===== src/verilog/uart_dbg_defs.svh =====
//////////////////////////////////////////////////
// UART debug server constants
// Serial timing, memory geometry and the
// protocol byte codes
//////////////////////////////////////////////////

`ifndef UART_DBG_DEFS_SVH
`define UART_DBG_DEFS_SVH

// Serial line timing
`define UART_CLKS_PER_BIT 8

// Memory geometry and burst counter
`define MEM_DEPTH         256
`define MEM_ADDR_W        8
`define LEN_W             16

// Protocol codes
`define CMD_READ          8'h11
`define CMD_WRITE         8'h12
`define BYTE_ACK          8'h06
`define BYTE_EOT          8'h04

`endif


===== src/verilog/uart_dbg_pkg.sv =====
//////////////////////////////////////////////////
// Shared types of the UART debug server
// Vector typedefs and FSM state enums
//////////////////////////////////////////////////

`default_nettype none

`include "uart_dbg_defs.svh"

package uart_dbg_pkg;

  typedef logic [7:0]                              byte_t;
  typedef logic [`MEM_ADDR_W-1:0]                  mem_addr_t;
  typedef logic [`LEN_W-1:0]                       burst_len_t;
  // Holds any count up to one full bit period
  typedef logic [$clog2(`UART_CLKS_PER_BIT+1)-1:0] bit_cnt_t;

  typedef enum logic [1:0] {
    RESP_ACK,
    RESP_EOT,
    RESP_DATA
  } resp_kind_e;

  typedef enum logic [2:0] {
    DEC_IDLE,
    DEC_ADDR,
    DEC_LEN,
    DEC_RESP,
    DEC_STREAM
  } dec_state_e;

  // Shared by receiver and transmitter
  typedef enum logic [1:0] {
    UART_IDLE,
    UART_START,
    UART_DATA,
    UART_STOP
  } uart_state_e;

endpackage

`default_nettype wire


===== src/verilog/mem_if.sv =====
//////////////////////////////////////////////////
// Byte memory request bus
// Decoder side issues, execute side answers
//////////////////////////////////////////////////

`default_nettype none

interface mem_if import uart_dbg_pkg::*; ();

  logic      req;
  logic      we;
  mem_addr_t addr;
  byte_t     wdata;
  byte_t     rdata;

  modport dec (output req, output we, output addr, output wdata, input rdata);

  modport exe (input req, input we, input addr, input wdata, output rdata);

endinterface

`default_nettype wire


===== src/verilog/uart_rx.sv =====
//////////////////////////////////////////////////
// UART receiver, 8N1, LSB first
// Two-flop synchronizer and mid-bit sampling
//////////////////////////////////////////////////

`default_nettype none

`include "uart_dbg_defs.svh"

module uart_rx import uart_dbg_pkg::*; (
  input  logic  clk,
  input  logic  rst_n_i,
  input  logic  rx_i,
  output logic  rx_valid_o,
  output byte_t rx_byte_o
);

  localparam bit_cnt_t LAST_CNT = bit_cnt_t'(`UART_CLKS_PER_BIT - 1);
  localparam bit_cnt_t HALF_CNT = bit_cnt_t'(`UART_CLKS_PER_BIT / 2 - 1);

  logic        rx_meta_q;
  logic        rx_sync_q;
  logic        rx_prev_q;
  uart_state_e state_q;
  bit_cnt_t    clk_cnt_q;
  logic [2:0]  bit_idx_q;
  logic        valid_q;
  byte_t       shift_q;

  always_ff @(posedge clk or negedge rst_n_i) begin
    if (!rst_n_i) begin
      rx_meta_q <= 1'b1;
      rx_sync_q <= 1'b1;
      rx_prev_q <= 1'b1;
      state_q   <= UART_IDLE;
      clk_cnt_q <= '0;
      bit_idx_q <= '0;
      valid_q   <= 1'b0;
    end else begin
      rx_meta_q <= rx_i;
      rx_sync_q <= rx_meta_q;
      rx_prev_q <= rx_sync_q;
      valid_q   <= 1'b0;
      case (state_q)
        UART_IDLE: begin
          // Falling edge marks a possible start bit
          if (rx_prev_q && !rx_sync_q) begin
            state_q   <= UART_START;
            clk_cnt_q <= '0;
          end
        end
        UART_START: begin
          if (clk_cnt_q == HALF_CNT) begin
            clk_cnt_q <= '0;
            bit_idx_q <= '0;
            // Glitch shorter than half a bit goes back to idle
            state_q   <= rx_sync_q ? UART_IDLE : UART_DATA;
          end else begin
            clk_cnt_q <= clk_cnt_q + bit_cnt_t'(1);
          end
        end
        UART_DATA: begin
          if (clk_cnt_q == LAST_CNT) begin
            clk_cnt_q <= '0;
            bit_idx_q <= bit_idx_q + 3'd1;
            if (bit_idx_q == 3'd7) state_q <= UART_STOP;
          end else begin
            clk_cnt_q <= clk_cnt_q + bit_cnt_t'(1);
          end
        end
        default: begin
          if (clk_cnt_q == LAST_CNT) begin
            // Byte only counts with a valid stop bit
            valid_q <= rx_sync_q;
            state_q <= UART_IDLE;
          end else begin
            clk_cnt_q <= clk_cnt_q + bit_cnt_t'(1);
          end
        end
      endcase
    end
  end

  // Data bits arrive LSB first
  always_ff @(posedge clk) begin
    if (state_q == UART_DATA && clk_cnt_q == LAST_CNT) shift_q <= {rx_sync_q, shift_q[7:1]};
  end

  assign rx_valid_o = valid_q;
  assign rx_byte_o  = shift_q;

endmodule

`default_nettype wire


===== src/verilog/cmd_decode.sv =====
//////////////////////////////////////////////////
// Debug protocol decoder
// Parses ACK challenge and read/write bursts,
// issues memory and response requests
//////////////////////////////////////////////////

`default_nettype none

`include "uart_dbg_defs.svh"

module cmd_decode import uart_dbg_pkg::*; (
  input  logic       clk,
  input  logic       rst_n_i,
  input  logic       rx_valid_i,
  input  byte_t      rx_byte_i,
  mem_if.dec         mem,
  output logic       resp_send_o,
  output resp_kind_e resp_kind_o,
  input  logic       tx_busy_i
);

  localparam int LEN_BYTES = `LEN_W / 8;

  dec_state_e state_q;
  logic       is_write_q;
  logic       in_cmd_q;
  logic [2:0] field_cnt_q;
  mem_addr_t  addr_q;
  burst_len_t len_q;
  resp_kind_e pend_kind_q;
  logic       wr_pend_q;
  byte_t      wdata_q;
  logic       rd_issue;
  logic       last_beat;

  // One read beat whenever the transmitter is free
  assign rd_issue  = (state_q == DEC_STREAM) && !is_write_q && !tx_busy_i;
  assign last_beat = (len_q == burst_len_t'(1));

  always_comb begin
    resp_send_o = 1'b0;
    resp_kind_o = pend_kind_q;
    if (state_q == DEC_RESP && !tx_busy_i) begin
      resp_send_o = 1'b1;
    end else if (rd_issue) begin
      resp_send_o = 1'b1;
      resp_kind_o = RESP_DATA;
    end
  end

  assign mem.req   = wr_pend_q | rd_issue;
  assign mem.we    = wr_pend_q;
  assign mem.addr  = addr_q;
  assign mem.wdata = wdata_q;

  //////////////////////////////////////////////////
  // Protocol FSM
  //////////////////////////////////////////////////

  always_ff @(posedge clk or negedge rst_n_i) begin
    if (!rst_n_i) begin
      state_q     <= DEC_IDLE;
      is_write_q  <= 1'b0;
      in_cmd_q    <= 1'b0;
      field_cnt_q <= '0;
      addr_q      <= '0;
      len_q       <= '0;
      pend_kind_q <= RESP_ACK;
      wr_pend_q   <= 1'b0;
    end else begin
      wr_pend_q <= 1'b0;
      case (state_q)
        DEC_IDLE: begin
          // Anything other than a known code is dropped here
          if (rx_valid_i && rx_byte_i == `BYTE_ACK) begin
            pend_kind_q <= RESP_ACK;
            state_q     <= DEC_RESP;
          end else if (rx_valid_i && (rx_byte_i == `CMD_READ || rx_byte_i == `CMD_WRITE)) begin
            is_write_q  <= (rx_byte_i == `CMD_WRITE);
            in_cmd_q    <= 1'b1;
            field_cnt_q <= '0;
            state_q     <= DEC_ADDR;
          end
        end
        DEC_ADDR: begin
          if (rx_valid_i) begin
            // Little endian, only the first byte reaches the memory
            if (field_cnt_q == '0) addr_q <= rx_byte_i;
            field_cnt_q <= field_cnt_q + 3'd1;
            if (field_cnt_q == 3'd7) state_q <= DEC_LEN;
          end
        end
        DEC_LEN: begin
          if (rx_valid_i) begin
            if (field_cnt_q < LEN_BYTES) len_q[8*field_cnt_q +: 8] <= rx_byte_i;
            field_cnt_q <= field_cnt_q + 3'd1;
            if (field_cnt_q == 3'd7) begin
              pend_kind_q <= RESP_ACK;
              state_q     <= DEC_RESP;
            end
          end
        end
        DEC_RESP: begin
          if (!tx_busy_i) begin
            if (in_cmd_q && pend_kind_q == RESP_ACK) begin
              // Zero length goes straight on to EOT
              if (len_q == '0) pend_kind_q <= RESP_EOT;
              else state_q <= DEC_STREAM;
            end else begin
              in_cmd_q <= 1'b0;
              state_q  <= DEC_IDLE;
            end
          end
        end
        default: begin
          if (rd_issue || wr_pend_q) begin
            addr_q <= addr_q + mem_addr_t'(1);
            len_q  <= len_q - burst_len_t'(1);
            if (last_beat) begin
              pend_kind_q <= RESP_EOT;
              state_q     <= DEC_RESP;
            end
          end
          if (is_write_q && rx_valid_i) wr_pend_q <= 1'b1;
        end
      endcase
    end
  end

  // Write data held for the request cycle
  always_ff @(posedge clk) begin
    if (rx_valid_i) wdata_q <= rx_byte_i;
  end

endmodule

`default_nettype wire


===== src/verilog/mem_exec.sv =====
//////////////////////////////////////////////////
// Debug target memory
// Byte array with registered read data
//////////////////////////////////////////////////

`default_nettype none

`include "uart_dbg_defs.svh"

module mem_exec import uart_dbg_pkg::*; (
  input  logic clk,
  input  logic rst_n_i,
  mem_if.exe   mem
);

  byte_t mem_q [`MEM_DEPTH];
  byte_t rdata_q;

  // Write lands on the edge of the request
  always_ff @(posedge clk) begin
    if (mem.req && mem.we) mem_q[mem.addr] <= mem.wdata;
  end

  // Read data one cycle after the request
  always_ff @(posedge clk or negedge rst_n_i) begin
    if (!rst_n_i) begin
      rdata_q <= '0;
    end else if (mem.req && !mem.we) begin
      rdata_q <= mem_q[mem.addr];
    end
  end

  assign mem.rdata = rdata_q;

endmodule

`default_nettype wire


===== src/verilog/resp_tx.sv =====
//////////////////////////////////////////////////
// Response transmitter
// Picks ACK, EOT or memory data and sends it
// as one 8N1 frame
//////////////////////////////////////////////////

`default_nettype none

`include "uart_dbg_defs.svh"

module resp_tx import uart_dbg_pkg::*; (
  input  logic       clk,
  input  logic       rst_n_i,
  input  logic       resp_send_i,
  input  resp_kind_e resp_kind_i,
  input  byte_t      rdata_i,
  output logic       tx_busy_o,
  output logic       tx_o
);

  localparam bit_cnt_t LAST_CNT = bit_cnt_t'(`UART_CLKS_PER_BIT - 1);

  uart_state_e state_q;
  bit_cnt_t    clk_cnt_q;
  logic [2:0]  bit_idx_q;
  logic        load_q;
  logic        busy_q;
  logic        tx_q;
  resp_kind_e  kind_q;
  byte_t       shift_q;
  byte_t       tx_byte;
  logic        bit_end;

  // Memory data is valid one cycle after the send strobe
  always_comb begin
    case (kind_q)
      RESP_ACK: tx_byte = `BYTE_ACK;
      RESP_EOT: tx_byte = `BYTE_EOT;
      default:  tx_byte = rdata_i;
    endcase
  end

  assign bit_end = (clk_cnt_q == LAST_CNT);

  always_ff @(posedge clk or negedge rst_n_i) begin
    if (!rst_n_i) begin
      state_q   <= UART_IDLE;
      clk_cnt_q <= '0;
      bit_idx_q <= '0;
      load_q    <= 1'b0;
      busy_q    <= 1'b0;
      tx_q      <= 1'b1;
    end else begin
      load_q <= resp_send_i;
      if (resp_send_i) busy_q <= 1'b1;
      if (state_q != UART_IDLE) clk_cnt_q <= bit_end ? '0 : clk_cnt_q + bit_cnt_t'(1);
      case (state_q)
        UART_IDLE: begin
          if (load_q) begin
            state_q   <= UART_START;
            clk_cnt_q <= '0;
            tx_q      <= 1'b0;
          end
        end
        UART_START: begin
          if (bit_end) begin
            bit_idx_q <= '0;
            tx_q      <= shift_q[0];
            state_q   <= UART_DATA;
          end
        end
        UART_DATA: begin
          if (bit_end) begin
            bit_idx_q <= bit_idx_q + 3'd1;
            tx_q      <= (bit_idx_q == 3'd7) ? 1'b1 : shift_q[0];
            if (bit_idx_q == 3'd7) state_q <= UART_STOP;
          end
        end
        default: begin
          // Busy drops only once the stop bit is complete
          if (bit_end) begin
            busy_q  <= 1'b0;
            state_q <= UART_IDLE;
          end
        end
      endcase
    end
  end

  always_ff @(posedge clk) begin
    if (resp_send_i) kind_q <= resp_kind_i;
    if (load_q) begin
      shift_q <= tx_byte;
    end else if (bit_end && (state_q == UART_START || state_q == UART_DATA)) begin
      shift_q <= {1'b0, shift_q[7:1]};
    end
  end

  assign tx_busy_o = busy_q;
  assign tx_o      = tx_q;

endmodule

`default_nettype wire


===== src/verilog/uart_dbg_top.sv =====
//////////////////////////////////////////////////
// UART debug server top level
// Receiver, decoder, memory and transmitter
//////////////////////////////////////////////////

`default_nettype none

module uart_dbg_top import uart_dbg_pkg::*; (
  input  logic clk,
  input  logic rst_n_i,
  input  logic uart_rx_i,
  output logic uart_tx_o
);

  logic       rx_valid;
  byte_t      rx_byte;
  logic       resp_send;
  resp_kind_e resp_kind;
  logic       tx_busy;

  mem_if mem_bus ();

  uart_rx uart_rx_inst (
    .clk        (clk),
    .rst_n_i    (rst_n_i),
    .rx_i       (uart_rx_i),
    .rx_valid_o (rx_valid),
    .rx_byte_o  (rx_byte)
  );

  cmd_decode cmd_decode_inst (
    .clk         (clk),
    .rst_n_i     (rst_n_i),
    .rx_valid_i  (rx_valid),
    .rx_byte_i   (rx_byte),
    .mem         (mem_bus.dec),
    .resp_send_o (resp_send),
    .resp_kind_o (resp_kind),
    .tx_busy_i   (tx_busy)
  );

  mem_exec mem_exec_inst (
    .clk     (clk),
    .rst_n_i (rst_n_i),
    .mem     (mem_bus.exe)
  );

  // Read data comes straight off the memory bus
  resp_tx resp_tx_inst (
    .clk         (clk),
    .rst_n_i     (rst_n_i),
    .resp_send_i (resp_send),
    .resp_kind_i (resp_kind),
    .rdata_i     (mem_bus.rdata),
    .tx_busy_o   (tx_busy),
    .tx_o        (uart_tx_o)
  );

endmodule

`default_nettype wire


===== config.mk =====
export PLATFORM = sky130hd
export DESIGN_NAME = uart_dbg_top
export DESIGN_NICKNAME = d
export VERILOG_FILES = /design/src/verilog/uart_dbg_pkg.sv /design/src/verilog/mem_if.sv /design/src/verilog/uart_rx.sv /design/src/verilog/cmd_decode.sv /design/src/verilog/mem_exec.sv /design/src/verilog/resp_tx.sv /design/src/verilog/uart_dbg_top.sv
export VERILOG_INCLUDE_DIRS = /design/src /design/src/verilog
export SDC_FILE = /design/constraint.sdc
export NUM_CORES = 2
export LEC_CHECK = 0
export ABC_CLOCK_PERIOD_IN_PS = 4900
export BUFFER_PORTS_ARGS = -buffer_cell sky130_fd_sc_hd__buf_4
export CAP_MARGIN = 20
export CORE_ASPECT_RATIO = 1.25
export CORE_UTILIZATION = 50
export CTS_BUF_LIST = sky130_fd_sc_hd__clkbuf_4
export DETAILED_ROUTE_END_ITERATION = 7
export HOLD_SLACK_MARGIN = 0.05
export PLACE_DENSITY = 0.65
export SLEW_MARGIN = 0
export SYNTH_ARGS = -nofsm -noshare
export SYNTH_HDL_FRONTEND = slang
export SYNTH_SLANG_ARGS = --single-unit

===== constraint.sdc =====
create_clock -name clk -period 4.9 [get_ports clk]
set_clock_uncertainty 0.15 [all_clocks]
set_input_delay 0 -clock clk [delete_from_list [all_inputs] [get_ports clk]]
set_output_delay 0 -clock clk [all_outputs]
set_load 0.02 [all_outputs]

* Word-level counts from Yosys, hierarchy flattened
Memory sizes are Yosys's and may differ from the RTL's. A register that Yosys moved wholly into a read port is not among the register bits.
Cells that the tools add are included.
** Operators by class
- $add $sub $neg :: 8
- Bitwise gates (word level) :: 5
- Reductions and logical operators :: 61
- $lt $le $gt $ge :: 1
- Equal/unequal tests :: 44
- Shift operators :: 2
- Mux-type cells :: 88
** Operators by type and width (count)
- 3-bit two-way mux :: 18
- 16-bit two-way mux :: 3
- 2-bit two-way mux :: 21
- 8-bit two-way mux :: 5
- 6-bit negator with 34-bit output :: 1
- 8-bit by 34-bit variable shift with 16-bit output, first input constant :: 1
- 8-bit by 34-bit variable part select with 16-bit output :: 1
- 4-bit two-way mux :: 8
- 16-bit case mux with 2 select lines :: 1
- 8-bit case mux with 2 select lines :: 2
- 2-bit by 1-bit != test with 1-bit output, second input constant :: 15
- 1-bit two-way mux :: 19
- 3-bit case mux with 2 select lines :: 3
- 9-bit AND reduction :: 2
- 2-bit nonzero test :: 9
- 16-bit bitwise mux :: 1
- 16-bit by 1-bit equality test with 1-bit output, second input constant :: 1
- 8-bit by 5-bit equality test with 1-bit output, second input constant :: 2
- 16-bit zero test :: 1
- 4-bit AND reduction :: 4
- 16-bit by 1-bit subtractor with 16-bit output, second input constant :: 1
- 5-bit AND reduction :: 3
- 2-bit != test, second input constant :: 7
- 3-bit equality test, second input constant :: 4
- 35 further kinds :: 76
** Storage, ports and cells
- Register bits after elaboration :: 86
- Memories :: 1
- RAM bits :: 2048
- Logic and storage cells :: 235
** Memories
- mem_exec_inst.mem_q :: depth 256, bits a word 8, rd ports 1, clocked after memory_dff 1, write ports 1, RTL line mem_exec.sv:16 : byte_t mem_q [`MEM_DEPTH];

* Depth between registers and ports, before layout
- Word-level depth :: 8
- Mapped depth :: 13
- Depth with buffers taken out :: 10

* Cells and area by module
Synthesis repeated with hierarchy kept, for this count alone.
** Unflattened totals
- Cells, all modules :: 4217
- Area total of the unflattened synthesis :: 84609.9 um^2
** By module, submodules not included
- mem_exec :: cells each 3761, area each 79870.4 um^2, instances 1
- cmd_decode :: cells each 279, area each 2652.5 um^2, instances 1
- resp_tx :: cells each 100, area each 1132.3 um^2, instances 1
- uart_rx :: cells each 77, area each 954.7 um^2, instances 1

* Worst setup path before layout
Ideal clock, no wire load.
- Path kind :: register to register
- From :: reg cmd_decode_inst.wdata_q[0], in the netlist cmd_decode_inst.mem.wdata[0]
- To :: mem mem_exec_inst.mem_q[0][0] (netlist bit) (data pin)
- Library setup time :: 0.817 ns
- Data arrival time :: 3.228 ns
- Path slack :: 0.704 ns
- Cell stages (with the launch flop) :: 1
- Clock period less this slack :: 4.196 ns
- Path through :: edfxtp_1
** RTL lines
- from (decl) :: RTL line cmd_decode.sv:32 : byte_t wdata_q;
- from (signal assigned) :: RTL line cmd_decode.sv:132 : if (rx_valid_i) wdata_q <= rx_byte_i;
- to (decl) :: RTL line mem_exec.sv:16
No word-level cell before the write port.

==> impl_metrics.yaml <==
global_routing:
  grt.total_usage_pct: 25.3
  grt_max_degree: 202
  overflow: 0
  antenna_found_initial: 4
  first_global_vias: 45900
  grt_first_pass_wirelength_um: 310000
worst_hold_path:
  hold_path.class: "flop to flop"
placed_design:
  preCtsSetupSlack_ps: 735
  dp_hpwl_um: 129000
  placed_area_mm2: 0.0882
  dp_cells: 6412
  gp_congestion: 0.862
  portBuffers: 3
cells_and_area:
  finalInstanceArea_mm2: 0.0947
  fillers: 12700
  final_layout_size_suffix_gt1_share_pct: 31.7
  syn_to_final_growth_pct: 12.1
  final_nets: 4779
  stdcell_count: 7308
  fin_util_pct: 56.4
yosys:
  synth_cell_types: 72
  synth_top_family_by_area: "multiplexers"
  yosys_warnings: 0
  ys.flop_type: "edfxtp_1"
  synth.area.top_cells: "edfxtp_1 74%, mux4_2 14%, dfrtp_1 1.9%"
  synth_xor_area_share_pct: 0.0311
  syn-mean-instance-area_um2: 20.1
  synthMuxAreaShare_pct: 15.6
  ys_seq_area_share_pct: 75.8
  postSynth.asyncResetShare_pct: 3.13
  synthSimpleGateAreaFrac_pct: 3.69
  yosys.area.top_type_share_pct: 73.8
  yosys.area.top_type: "edfxtp_1"
  yosys.area_share.adder_pct: 0.400
  synth_fp_nets: 4221
  synth_compound_area_share_pct: 2.77
  synth-seq-cells: 2141
  netlist_area_mm2: 0.0844
  synth_edf_count: 2074
  synth_cells: 4191
critical_path:
  crit_path_cell_trace: "buf_12 -> mux4_2 -> mux2i_1 -> o311ai_0 -> a311o_1 -> a311oi_1 -> o21ai_1"
  worst_ep_required_time_ps: 5960
  path_max_fanout: 36
  crit_slowest_cell: "dfrtp_4"
  critPathMaxStageDelay_ps: 1090
  r2r_setup_slack_ps: 700
  path_buf_inv: 1
  start_kind: "flop"
  cp_data_arrival_time_ps: 5260
  worst_setup_path_end_kind: "flop"
  cp_top_family: "compound AO/OA/AOI/OAI gates"
  crit_type: "flop to flop"
sta:
  finalHoldViolCount: 0
  setup_viol_count_final: 0
  rsz0062_at_grt: "false"
  slew_headroom_pct: 22.2
  setup_slack_ps: 699
  slew_violations: 0
  timing.hold.ws_ps: 219
  finalCritPeriodShare_pct: 85.7
  fmax_mhz: 238
  finalSetupTns_ps: 0
  min_period_ps: 4200
  tightestPinTransition_ps: 1170
status:
  outcome: "complete, no violations"
pwr:
  power.leakage_nw: 30.2
  p_per_area_mw_per_mm2: 437
  p_total_mw: 41.4
  ir_drop_v: 0.000292
route:
  viasPerCell: 6.08
  routed_wl_um: 213000
  post_drt_wl_per_cell_um: 29.1
  drtAntennaViolNets: 0
  via_count: 44500
  drc_errors: 0
  firstDrtPassIters: 7
  drtIter0Drc: 4648
cts:
  cts_resized: 0
  insertion_delay_ps: 1370
  clock_path_buffers: 4
  cts-root-buf: "clkbuf_4"
  cts_sinks: 2141
  cts_tree: "done"
  cts_max_level: 6
  cts_buffers: 535
  post-cts-setup-buffers: 0
  ctsHoldBuffers: 8
  clkTransAtPathRegs_ps: 70
die:
  dieHeight_um: 461
  design.die.area_mm2: 0.171
  die_w_um: 370
  num_rows: 168
  core_area_mm2: 0.168
  ios: 4
  start_util_pct: 50.3
run:
  drv_cap: 0
## cell usage in the layout (no fill, tap or decap), types with 6 or more instances in the layout
master            n
mux4_2          518
dfrtp_1          59
mux4_1            8
a32oi_1          36
clkbuf_4        750
nand2_1         214
and2_1            6
dlygate4sd3_1     7
nor2b_1          10
a22oi_1          44
nand4_1          10
mux2_2           25
inv_2            18
or3_1             6
nand3_2           6
inv_1            31
mux2i_1          98
diode_2           8
o22ai_1          23
nor2_1          341
clkinv_2         10
nand2b_1         10
a31oi_1          26
a22o_1           12
o21ai_0          97
and3_1           15
edfxtp_1       2074
buf_12           31
nor3_1           20
ha_1             27
a21oi_1          75
nand3_1          61
clkinv_1         92
a221oi_1          8
buf_4           224
bufinv_16         7
## layout make-up
cell class | instances | area [µm²] | share of cell area, %
sequential | 2141 | 64000 | 67.6
multi-input combinational | 1773 | 19000 | 20.1
clock buffer | 750 | 5630 | 5.95
tap | 2210 | 2770 | 2.92
timing repair buffer | 265 | 2450 | 2.59
clock inverter | 128 | 681 | 0.719
inverter | 33 | 134 | 0.141
antenna | 8 | 20.0 | 0.0211
## worst paths after layout
path	end	from	cells after the start
worst min-delay path	uart_rx_inst.rx_sync_q	uart_rx_inst.rx_meta_q	0
worst min register to register	uart_rx_inst.rx_sync_q	uart_rx_inst.rx_meta_q	0
worst max register to register	mem_exec_inst.mem.rdata[3]	cmd_decode_inst.mem.addr[0]	7
worst max-delay path	mem_exec_inst.mem.rdata[3]	cmd_decode_inst.mem.addr[0]	7
max in group asynchronous	cmd_decode_inst.mem.addr[2]	rst_n_i	6
min in group asynchronous	cmd_decode_inst.len_q[14]	rst_n_i	6
## cell families (layout without fill, tap and decap cells)
group / count (synthesis) / count (layout)
AOI/OAI and AO/OA: 363 / 363
xor gates and xnor gates: 3 / 3
adders and majority gates: 27 / 27
buffers and inverters: 277 / 1176
DFF: 2141 / 2141
muxes: 649 / 649
other: 0 / 8
and+or+nand+nor: 731 / 731
## cells in the mapped netlist (4+ instances only)
cell / n
a21oi_1: 75
a221oi_1: 8
a22o_1: 12
a22oi_1: 44
a31oi_1: 26
a32oi_1: 36
and2_1: 7
and3_1: 15
buf_1: 11
buf_2: 48
buf_4: 31
buf_6: 32
clkbuf_1: 118
dfrtp_1: 63
dfstp_2: 4
edfxtp_1: 2074
ha_1: 27
inv_1: 32
mux2_2: 25
mux2i_1: 98
mux4_1: 8
mux4_2: 518
nand2_1: 214
nand2b_1: 10
nand3_1: 67
nand3b_1: 5
nand4_1: 10
nor2_1: 342
nor2b_1: 14
nor3_1: 21
nor4_1: 5
o21ai_0: 97
o21bai_1: 5
o22ai_1: 23
o31ai_1: 4
o41ai_1: 4
or3_1: 6
## sequential cells by signal, indices dropped and copies added (netlist names), 2 cells and up
name                         count
uart_rx_inst.bit_idx_q           3
cmd_decode_inst.state_q          3
uart_rx_inst.rx_byte_o           8
cmd_decode_inst.mem.wdata        8
mem_exec_inst.mem_q           2048
cmd_decode_inst.len_q           16
resp_tx_inst.bit_idx_q           3
resp_tx_inst.clk_cnt_q           4
resp_tx_inst.kind_q              2
cmd_decode_inst.field_cnt_q      3
uart_rx_inst.state_q             2
resp_tx_inst.shift_q             8
uart_rx_inst.clk_cnt_q           4
cmd_decode_inst.mem.addr         8
resp_tx_inst.state_q             2
mem_exec_inst.mem.rdata          8
## power by group
part / total [mW] / switching, mW / internal, mW
clock: 14.3 / 6.89 / 7.39
combinational: 6.86 / 3.41 / 3.44
sequential: 20.2 / 0.318 / 19.9
total: 41.4 / 10.6 / 30.8
## layer usage
layer / GRT usage [%] / vias to the layer above / share of wire (%)
met5: 0 / - / 0
li1: - / 18600 / -
met1: 32.7 / 23100 / 38
met3: 5.53 / 462 / 8.6
met4: 10.6 / 0 / 3.7
met2: 41.6 / 2225 / 50
Note: power is estimated with default switching activity, not from simulation.
